==> src/include/stcMod_macros.svh <==
`ifndef STCMOD_MACROS_SVH
`define STCMOD_MACROS_SVH

// Host bus word address width
`define STC_ADDR_W          13

// System block word offsets
`define SYS_RESET           13'h0000
`define SYS_VERSION         13'h0001
`define SYS_TYPE            13'h0002
`define SYS_REBOOT_ADDR     13'h0003

// Modulator block word offsets
`define STCMOD_CONTROL      13'h0010
`define STCMOD_PNPOLY       13'h0011
`define STCMOD_H0REAL       13'h0012
`define STCMOD_H0IMAG       13'h0013
`define STCMOD_H1REAL       13'h0014
`define STCMOD_H1IMAG       13'h0015
`define STCMOD_H0TAU        13'h0016
`define STCMOD_H1TAU        13'h0017

// Datapath field widths
`define STC_TAP_W           18
`define STC_SAMPLE_W        19  // Two taps summed need one extra bit
`define STC_TAU_W           3   // Only the low bits of a tau register reach the delay line
`define STC_MAX_TAU         7

// Pulse shaping
`define STC_RESET_CYCLES    6
`define STC_REBOOT_DELAY    8

`define STC_MOD_IMAGE       16'h5354  // Image code reported in the type and control words

`endif

==> src/logic/stcRegPkg.sv <==
`include "stcMod_macros.svh"

package stcRegPkg;

    // One host bus cycle, sampled on busClk
    typedef struct packed {
        logic [`STC_ADDR_W-1:0] addr;
        logic [31:0]            dataIn;
        logic                   cs;
        logic [3:0]             byteWrite;  // One strobe per byte lane
    } busReq;

    // Word offsets, used as the opcode of the read and write decoders
    typedef enum logic [`STC_ADDR_W-1:0] {
        addrSysReset      = `SYS_RESET,
        addrSysVersion    = `SYS_VERSION,
        addrSysType       = `SYS_TYPE,
        addrSysRebootAddr = `SYS_REBOOT_ADDR,
        addrControl       = `STCMOD_CONTROL,
        addrPnPoly        = `STCMOD_PNPOLY,
        addrH0Real        = `STCMOD_H0REAL,
        addrH0Imag        = `STCMOD_H0IMAG,
        addrH1Real        = `STCMOD_H1REAL,
        addrH1Imag        = `STCMOD_H1IMAG,
        addrH0Tau         = `STCMOD_H0TAU,
        addrH1Tau         = `STCMOD_H1TAU
    } regAddr;

    typedef struct packed {
        logic [23:0]                   pnPolyTaps;
        logic [4:0]                    pnPolyLength;
        logic signed [`STC_TAP_W-1:0]  h0Real;
        logic signed [`STC_TAP_W-1:0]  h0Imag;
        logic signed [`STC_TAP_W-1:0]  h1Real;
        logic signed [`STC_TAP_W-1:0]  h1Imag;
        logic [7:0]                    h0Tau;
        logic [7:0]                    h1Tau;
        logic                          txEnable;
    } stcRegs;

endpackage

==> src/logic/stcModPkg.sv <==
`include "stcMod_macros.svh"

package stcModPkg;

    // Signs of the two antenna symbols for one slot
    // A set Neg bit stands for a symbol of -1
    typedef struct packed {
        logic ant0Neg;
        logic ant1Neg;
        logic firstSlot;  // Set on the (s0, s1) half of the Alamouti block
    } stcSymbolPair;

    // Combined complex sample leaving the modulator
    typedef struct packed {
        logic signed [`STC_SAMPLE_W-1:0] sampleReal;
        logic signed [`STC_SAMPLE_W-1:0] sampleImag;
        logic                            firstSlot;
        logic                            valid;
    } stcSample;

    // Which half of the symbol pair the encoder is capturing
    typedef enum logic {
        slotFirst  = 1'b0,
        slotSecond = 1'b1
    } slotState;

endpackage

==> src/logic/stcModTopRegs.sv <==
`include "stcMod_macros.svh"

module stcModTopRegs (
    input  logic                busClk,
    input  logic                rs,
    input  stcRegPkg::busReq    bus,
    input  logic [15:0]         versionNumber,
    output logic [31:0]         dataOut,
    output stcRegPkg::stcRegs   regs,
    output logic [23:0]         rebootAddress,
    output logic                reboot,
    output logic                swReset
);

    localparam int ResetCntW = $clog2(`STC_RESET_CYCLES + 1);

    stcRegPkg::regAddr      opAddr;
    logic                   resetHit;
    logic                   rebootHit;
    logic [ResetCntW-1:0]   resetCount;
    logic [`STC_REBOOT_DELAY-1:0] rebootShift;

    // Lane 2 of an 18-bit tap only carries bits 17:16
    function automatic logic [`STC_TAP_W-1:0] mergeTap(
        input logic [`STC_TAP_W-1:0] cur,
        input logic [31:0]           data,
        input logic [3:0]            be
    );
        logic [`STC_TAP_W-1:0] res;
        res = cur;
        if (be[0]) res[7:0] = data[7:0];
        if (be[1]) res[15:8] = data[15:8];
        if (be[2]) res[`STC_TAP_W-1:16] = data[`STC_TAP_W-1:16];
        return res;
    endfunction

    function automatic logic [23:0] merge24(
        input logic [23:0] cur,
        input logic [31:0] data,
        input logic [3:0]  be
    );
        logic [23:0] res;
        res = cur;
        for (int i = 0; i < 3; i++) begin
            if (be[i]) res[8*i +: 8] = data[8*i +: 8];
        end
        return res;
    endfunction

    assign opAddr    = stcRegPkg::regAddr'(bus.addr);
    assign resetHit  = bus.cs && bus.byteWrite[0] && (opAddr == stcRegPkg::addrSysReset);
    assign rebootHit = bus.cs && bus.byteWrite[2] && (opAddr == stcRegPkg::addrSysRebootAddr);

    always_ff @(posedge busClk or posedge rs) begin
        if (rs) begin
            regs          <= '0;
            rebootAddress <= '0;
        end else if (bus.cs) begin
            case (opAddr)
                stcRegPkg::addrSysRebootAddr:
                    rebootAddress <= merge24(rebootAddress, bus.dataIn, bus.byteWrite);
                stcRegPkg::addrControl: begin
                    if (bus.byteWrite[3]) regs.txEnable <= bus.dataIn[31];
                end
                stcRegPkg::addrPnPoly: begin
                    regs.pnPolyTaps <= merge24(regs.pnPolyTaps, bus.dataIn, bus.byteWrite);
                    if (bus.byteWrite[3]) regs.pnPolyLength <= bus.dataIn[28:24];
                end
                stcRegPkg::addrH0Real:
                    regs.h0Real <= mergeTap(regs.h0Real, bus.dataIn, bus.byteWrite);
                stcRegPkg::addrH0Imag:
                    regs.h0Imag <= mergeTap(regs.h0Imag, bus.dataIn, bus.byteWrite);
                stcRegPkg::addrH1Real:
                    regs.h1Real <= mergeTap(regs.h1Real, bus.dataIn, bus.byteWrite);
                stcRegPkg::addrH1Imag:
                    regs.h1Imag <= mergeTap(regs.h1Imag, bus.dataIn, bus.byteWrite);
                stcRegPkg::addrH0Tau: begin
                    if (bus.byteWrite[0]) regs.h0Tau <= bus.dataIn[7:0];
                end
                stcRegPkg::addrH1Tau: begin
                    if (bus.byteWrite[0]) regs.h1Tau <= bus.dataIn[7:0];
                end
                default: ;  // Reset, version and type words hold no storage
            endcase
        end
    end

    // Software reset stays high for a fixed number of cycles after the write
    always_ff @(posedge busClk or posedge rs) begin
        if (rs) begin
            resetCount <= '0;
            swReset    <= 1'b0;
        end else if (resetHit) begin
            resetCount <= ResetCntW'(`STC_RESET_CYCLES - 1);
            swReset    <= 1'b1;
        end else if (resetCount != '0) begin
            resetCount <= resetCount - 1'b1;
        end else begin
            swReset <= 1'b0;
        end
    end

    always_ff @(posedge busClk or posedge rs) begin
        if (rs) begin
            rebootShift <= '0;
            reboot      <= 1'b0;
        end else begin
            rebootShift <= {rebootShift[`STC_REBOOT_DELAY-2:0], rebootHit};
            reboot      <= rebootShift[`STC_REBOOT_DELAY-1];  // Lands on the write edge plus the delay
        end
    end

    always_comb begin
        dataOut = 32'b0;
        if (bus.cs) begin
            case (opAddr)
                stcRegPkg::addrSysReset,
                stcRegPkg::addrSysVersion:    dataOut = {versionNumber, 16'b0};
                stcRegPkg::addrSysType,
                stcRegPkg::addrControl:       dataOut = {regs.txEnable, 15'b0, `STC_MOD_IMAGE};
                stcRegPkg::addrSysRebootAddr: dataOut = {8'b0, rebootAddress};
                stcRegPkg::addrPnPoly:        dataOut = {3'b0, regs.pnPolyLength, regs.pnPolyTaps};
                stcRegPkg::addrH0Real:        dataOut = {14'b0, regs.h0Real};
                stcRegPkg::addrH0Imag:        dataOut = {14'b0, regs.h0Imag};
                stcRegPkg::addrH1Real:        dataOut = {14'b0, regs.h1Real};
                stcRegPkg::addrH1Imag:        dataOut = {14'b0, regs.h1Imag};
                stcRegPkg::addrH0Tau:         dataOut = {24'b0, regs.h0Tau};
                stcRegPkg::addrH1Tau:         dataOut = {24'b0, regs.h1Tau};
                default:                      dataOut = 32'b0;
            endcase
        end
    end

endmodule

==> src/logic/pnGenerator.sv <==
module pnGenerator (
    input  logic               busClk,
    input  logic               rs,
    input  logic               swReset,
    input  stcRegPkg::stcRegs  regs,
    output logic               pnBit,
    output logic               pnValid
);

    localparam int LfsrW = $bits(regs.pnPolyTaps);

    logic [LfsrW-1:0] lfsr;
    logic             feedback;

    // The generator runs on every cycle that transmission is enabled
    assign pnValid = regs.txEnable & ~swReset;

    // Every tapped stage feeds the XOR of the Fibonacci form
    assign feedback = ^(lfsr & regs.pnPolyTaps);

    always_ff @(posedge busClk or posedge rs) begin
        if (rs) begin
            lfsr <= '1;
        end else if (!pnValid) begin
            lfsr <= '1;  // Reseed so every burst starts from the same point
        end else begin
            lfsr <= {lfsr[LfsrW-2:0], feedback};
        end
    end

    always_comb begin
        // Lengths past the register width read the last stage
        if (regs.pnPolyLength < 5'(LfsrW)) begin
            pnBit = lfsr[regs.pnPolyLength];
        end else begin
            pnBit = lfsr[LfsrW-1];
        end
    end

endmodule

==> src/logic/stcEncoder.sv <==
`include "stcMod_macros.svh"

module stcEncoder (
    input  logic                      busClk,
    input  logic                      rs,
    input  logic                      swReset,
    input  stcRegPkg::stcRegs         regs,
    input  logic                      pnBit,
    input  logic                      pnValid,
    output stcModPkg::stcSymbolPair   pair,
    output logic                      pairValid
);

    localparam int TauW = `STC_TAU_W;
    localparam int Depth = `STC_MAX_TAU;

    stcModPkg::slotState          slot;
    logic                         restart;
    logic                         havePair;   // A full (s0, s1) block is in flight
    logic                         s0Hold;
    logic [1:0]                   flight;     // Bit 1 is s0, bit 0 is s1
    logic [1:0]                   rawNeg;     // Undelayed signs indexed by antenna
    logic                         rawFirst;
    logic                         rawValid;
    logic [1:0][Depth-1:0]        line;
    logic [1:0][TauW-1:0]         tau;
    logic [1:0]                   delNeg;

    assign restart = swReset | ~pnValid;
    assign tau[0]  = regs.h0Tau[TauW-1:0];
    assign tau[1]  = regs.h1Tau[TauW-1:0];

    // s0 waits in s0Hold until s1 completes the block in flight
    always_ff @(posedge busClk) begin
        if (pnValid && slot == stcModPkg::slotFirst) s0Hold <= pnBit;
        if (pnValid && slot == stcModPkg::slotSecond) flight <= {s0Hold, pnBit};
    end

    always_ff @(posedge busClk or posedge rs) begin
        if (rs) begin
            slot     <= stcModPkg::slotFirst;
            havePair <= 1'b0;
            rawNeg   <= '0;
            rawFirst <= 1'b0;
            rawValid <= 1'b0;
            line     <= '0;  // Delay lines start out holding +1
        end else if (restart) begin
            slot     <= stcModPkg::slotFirst;
            havePair <= 1'b0;
            rawNeg   <= '0;
            rawFirst <= 1'b0;
            rawValid <= 1'b0;
            line     <= '0;
        end else begin
            rawValid <= havePair;
            if (slot == stcModPkg::slotFirst) begin
                rawNeg   <= {flight[0], flight[1]};  // Antenna 1 gets s1, antenna 0 gets s0
                rawFirst <= 1'b1;
                slot     <= stcModPkg::slotSecond;
            end else begin
                rawNeg   <= {flight[1], ~flight[0]};  // (-s1, s0)
                rawFirst <= 1'b0;
                havePair <= 1'b1;
                slot     <= stcModPkg::slotFirst;
            end
            if (rawValid) begin
                for (int a = 0; a < 2; a++) begin
                    line[a] <= {line[a][Depth-2:0], rawNeg[a]};
                end
            end
        end
    end

    always_comb begin
        for (int a = 0; a < 2; a++) begin
            if (tau[a] == '0) delNeg[a] = rawNeg[a];
            else delNeg[a] = line[a][tau[a] - TauW'(1)];
        end
    end

    assign pair      = '{ant0Neg: delNeg[0], ant1Neg: delNeg[1], firstSlot: rawFirst};
    assign pairValid = rawValid;

endmodule

==> src/logic/channelCombiner.sv <==
`include "stcMod_macros.svh"

module channelCombiner (
    input  logic                     busClk,
    input  logic                     rs,
    input  stcRegPkg::stcRegs        regs,
    input  stcModPkg::stcSymbolPair  pair,
    input  logic                     pairValid,
    output stcModPkg::stcSample      sample
);

    localparam int SampleW = `STC_SAMPLE_W;

    logic signed [SampleW-1:0] sumReal;
    logic signed [SampleW-1:0] sumImag;
    logic signed [SampleW-1:0] realQ;
    logic signed [SampleW-1:0] imagQ;
    logic                      firstQ;
    logic                      validQ;

    // A +-1 symbol times a tap is just the tap with its sign flipped
    function automatic logic signed [SampleW-1:0] weight(
        input logic signed [`STC_TAP_W-1:0] tap,
        input logic                         neg
    );
        logic signed [SampleW-1:0] ext;
        ext = SampleW'(tap);
        return neg ? -ext : ext;
    endfunction

    always_comb begin
        sumReal = weight(regs.h0Real, pair.ant0Neg) + weight(regs.h1Real, pair.ant1Neg);
        sumImag = weight(regs.h0Imag, pair.ant0Neg) + weight(regs.h1Imag, pair.ant1Neg);
    end

    always_ff @(posedge busClk) begin
        realQ  <= sumReal;
        imagQ  <= sumImag;
        firstQ <= pair.firstSlot;
    end

    always_ff @(posedge busClk or posedge rs) begin
        if (rs) validQ <= 1'b0;
        else validQ <= pairValid;
    end

    assign sample = '{sampleReal: realQ, sampleImag: imagQ, firstSlot: firstQ, valid: validQ};

endmodule

==> src/logic/stcModTop.sv <==
module stcModTop (
    input  logic                 busClk,
    input  logic                 rs,
    input  stcRegPkg::busReq     bus,
    input  logic [15:0]          versionNumber,
    output logic [31:0]          dataOut,
    output logic [23:0]          rebootAddress,
    output logic                 reboot,
    output stcModPkg::stcSample  sample
);

    stcRegPkg::stcRegs        regs;
    stcModPkg::stcSymbolPair  pair;
    logic                     swReset;
    logic                     pnBit;
    logic                     pnValid;
    logic                     pairValid;

    stcModTopRegs uRegs (
        .busClk(busClk), .rs(rs), .bus(bus), .versionNumber(versionNumber),
        .dataOut(dataOut), .regs(regs), .rebootAddress(rebootAddress),
        .reboot(reboot), .swReset(swReset)
    );

    pnGenerator uPn (
        .busClk(busClk), .rs(rs), .swReset(swReset), .regs(regs),
        .pnBit(pnBit), .pnValid(pnValid)
    );

    stcEncoder uEnc (
        .busClk(busClk), .rs(rs), .swReset(swReset), .regs(regs),
        .pnBit(pnBit), .pnValid(pnValid), .pair(pair), .pairValid(pairValid)
    );

    channelCombiner uComb (
        .busClk(busClk), .rs(rs), .regs(regs),
        .pair(pair), .pairValid(pairValid), .sample(sample)
    );

endmodule

==> config.mk <==
export PLATFORM = sky130hd
export DESIGN_NAME = stcModTop
export DESIGN_NICKNAME = d
export VERILOG_FILES = /design/src/logic/stcRegPkg.sv /design/src/logic/stcModPkg.sv /design/src/logic/stcModTopRegs.sv /design/src/logic/pnGenerator.sv /design/src/logic/stcEncoder.sv /design/src/logic/channelCombiner.sv /design/src/logic/stcModTop.sv
export VERILOG_INCLUDE_DIRS = /design/src /design/src/include
export SDC_FILE = /design/constraint.sdc
export NUM_CORES = 1
export LEC_CHECK = 0
export BUFFER_PORTS_ARGS = -buffer_cell sky130_fd_sc_hd__buf_2
export CAP_MARGIN = 20
export CORE_MARGIN = 2
export CORE_UTILIZATION = 50
export DETAILED_ROUTE_END_ITERATION = 8
export PLACE_DENSITY = 0.78
export REMOVE_ABC_BUFFERS = 1
export SLEW_MARGIN = 10
export SYNTH_ARGS = -nofsm -noshare
export SYNTH_HDL_FRONTEND = slang
export SYNTH_SLANG_ARGS = --single-unit
==> constraint.sdc <==
create_clock -name busClk -period 6 [get_ports busClk]
set_input_delay 0.3 -clock busClk [delete_from_list [all_inputs] [get_ports busClk]]
set_output_delay 0.3 -clock busClk [all_outputs]
set_load 0.01 [all_outputs]
==> impl_metrics.json <==
{
  "reg2reg_slack_ns": 1.03,
  "grt_pass1_wl_um": 59000,
  "worst_pin_slew_ns": 1.02,
  "drive_gt1_frac": 0.278,
  "synth_top_family_by_area": "multiplexers",
  "status": "finished, violations left",
  "start_kind": "flop",
  "io_pins": 165,
  "endpoint_kind": "flop",
  "cp.required_ns": 6.40,
  "synth-compound-area-share": 0.118,
  "clock_latency_ns": 0.53,
  "synth_mux_area_frac": 0.159,
  "vdd_drop_max_mv": 0.210,
  "antenna_found_initial": 2,
  "dp_hpwl_um": 27600,
  "hold_buffers": 1,
  "synthXorXnorAreaFrac": 0.0774,
  "synth-seq-area-share": 0.437,
  "core_area_sq_um": 26700,
  "place_congestion": 0.932,
  "whs_ns": -0.0580,
  "cts_htree_levels": 1,
  "die_h_um": 168,
  "final-seq-area_sq_um": 5880,
  "synth_simple_gate_area_frac": 0.135,
  "power_density_nw_per_um2": 223,
  "initial_core_util": 0.504,
  "drcViolationCount": 0,
  "io_buffers": 162,
  "synth_ff_type": "dfrtp_1",
  "cts_tree": "built",
  "synthToLayoutAreaGrowth_pct": 15.2,
  "clock_sinks": 241,
  "yosysTopAreaCell": "dfrtp_1",
  "yosysTopAreaCellShare": 0.325,
  "skew_ns": 0.0116,
  "wire_per_inst_um": 20.6,
  "fp.dieW_um": 168,
  "finalSetupViolCount": 0,
  "p_leak_nw": 7.54,
  "synthAdderAreaFrac": 0.0457,
  "ys_async_sr_fraction": 0.826,
  "failed_checks": "hold timing",
  "drt_iter0_markers": 1000,
  "worstHoldPathType": "in2async",
  "synth_edf_count": 3,
  "clk_pin_slew_ns": 0.06,
  "multi_input_comb_area_sq_um": 7230,
  "hold_viol_final": 40,
  "slew_viol_final": 0,
  "grt_overflow": 0,
  "grt_max_degree": 140,
  "design_area_sq_um": 15500,
  "fin_crit_sh": 0.828,
  "num-fill-cells": 2279,
  "clockBufferDepth": 3,
  "fin_tns_setup_ns": 0,
  "critPathMaxFanout": 33,
  "place_worst_setup_slack_ns": 1.16,
  "antenna_left": 0,
  "rsz0062_at_grt": "no",
  "max_cap_viol_count": 0,
  "synth_area_leaders": "dfrtp_1 33%, mux2_2 11%, dfxtp_1 5.8%, dfstp_2 4.7%, xor2_1 4.4%",
  "synth_seq_cells": 241,
  "mostFrequentLayoutCells": "175 x dfrtp_1, 162 x buf_2, 134 x mux2_2",
  "worstSetupPathType": "reg2reg",
  "layout_min_cycle_time_ns": 4.97,
  "avgSynthCellArea_sq_um": 10.4,
  "firstDrtPassIters": 5,
  "cts_resized": 0,
  "route.vias.total": 10931,
  "grt_pass1_vias": 10884,
  "routed_wl_um": 37400,
  "ys_warn_count": 0,
  "arrival_ns": 5.37,
  "cts_buffers": 27,
  "p_total_mw": 3.46,
  "dieArea_sq_um": 28300,
  "avgViaCountPerCell": 6.03,
  "netlist_area_sq_um": 13500,
  "cts_root_buffer": "clkbuf_16",
  "grt_usage": 0.265,
  "cts_setup_buffers": 0,
  "final_common_cell": "dfrtp_1",
  "maxSlewHeadroom": 0.311,
  "ys_types": 69,
  "placed_area_sq_um": 14600,
  "clock.fmax_mhz": 201,
  "nets": 1566,
  "layout_setup_ws_ns": 1.03,
  "synthCells": 1292,
  "rows": 60
}
[cells in the mapped netlist, drive strengths merged, types with 3 or more instances]
cell type    n
a211o        3
a211oi       3
a21o        12
a21oi       90
a221oi      15
a222oi      16
a22o        10
a22oi        8
a31oi       10
a41oi        3
and2         7
and3        10
buf         16
clkbuf      29
dfrtp      175
dfstp       24
dfxtp       39
edfxtp       3
ha          46
inv         47
mux2       136
mux2i       36
mux4        11
nand2       83
nand2b      35
nand3       16
nand4        6
nor2       121
nor2b       14
nor3        43
nor3b        3
nor4        12
nor4b        3
o211ai       3
o21a         7
o21ai       38
o21bai       4
o22ai        3
o31ai        3
or3          6
or4          5
xnor2       51
xor2        68
[path summary, 6_finish.rpt]
check | start | to | cells past startpoint
setup / recovery | uRegs.regs[1]$_DFFE_PP0P_ | uComb.realQ[12]$_DFF_P_ | 15
max in group asynchronous | rs | uRegs.regs[36]$_DFFE_PP0P_ | 3
hold reg to reg | uRegs.rebootShift[0]$_DFF_PP0_ | uRegs.rebootShift[1]$_DFF_PP0_ | 0
hold / removal | rs | uEnc.slot$_DFF_PP0_ | 2
setup reg to reg | uRegs.regs[1]$_DFFE_PP0P_ | uComb.realQ[12]$_DFF_P_ | 15
min in group busClk | bus[29] | uRegs.regs[89]$_DFFE_PP0P_ | 2
[metrics by stage]
step / std cells / util
final: 1812 / 0.580
after floorplan: 1247 / -
after global placement: 1760 / 0.546
after CTS: 1810 / 0.580
after global routing: 1811 / 0.580
after detailed placement: 1760 / 0.546
[layer usage]
layer  routed length, um  GRT usage  share of wire
met1               15300      0.349           0.41
met2               17600      0.436           0.47
met3                3110     0.0440          0.083
met4                1390      0.109          0.037
met5                  13          0        0.00035
[where the power goes]
group          leakage [nW]  internal, mW  switching, mW
combinational          4.17        0.0526          0.101
sequential             2.94          1.64        0.00888
clock                 0.432         0.992          0.664
total                  7.54          2.68          0.774
[cell type report]
cell class / count / area share
flip-flops and latches: 241 / 0.379
diodes: 1 / 0.000161
repair buffers: 174 / 0.0582
multi-input cells: 959 / 0.466
clock buffers: 36 / 0.0477
inverters: 47 / 0.0119
well taps: 341 / 0.0275
clock inverters: 13 / 0.00952
[worst max-delay path: stages, from the launching register on]
cell and delay (ns):
dfrtp_1 0.38, inv_1 0.18, ha_1 0.32, mux2_1 0.35, mux4_2 0.46, o21a_1 0.21
a21oi_4 0.18, buf_4 0.38, a21oi_1 0.09, xor2_1 0.16, ha_1 0.35, a21boi_0 0.44
nor3_1 0.21, o31ai_1 0.59, a2111oi_0 0.23, a311o_1 0.32
[cells by family (layout without fill, tap and decap cells)]
| group | count (synthesis) | count (layout) |
|---|---|---|
| buffers and inverters | 92 | 270 |
| AOI/OAI and AO/OA | 242 | 242 |
| xor gates and xnor gates | 119 | 119 |
| and+or+nand+nor | 367 | 367 |
| other | 0 | 1 |
| adders and majority gates | 48 | 48 |
| DFF | 241 | 241 |
| muxes | 183 | 183 |
[state kept, by name, summed over array words and instances, names as in the netlist]
name and cells:
uRegs.regs 118, uPn.lfsr 24, uRegs.rebootAddress 24, uComb.imagQ 19, uComb.realQ 19, uEnc.line 14
uRegs.rebootShift 8, uRegs.resetCount 3, uEnc.flight 2, uEnc.rawNeg 2, uComb.firstQ 1, uComb.validQ 1
uEnc.havePair 1, uEnc.pairValid 1, uEnc.s0Hold 1, uEnc.slot 1, uRegs.reboot 1, uRegs.swReset 1
Note: power is estimated with default switching activity, not from simulation.
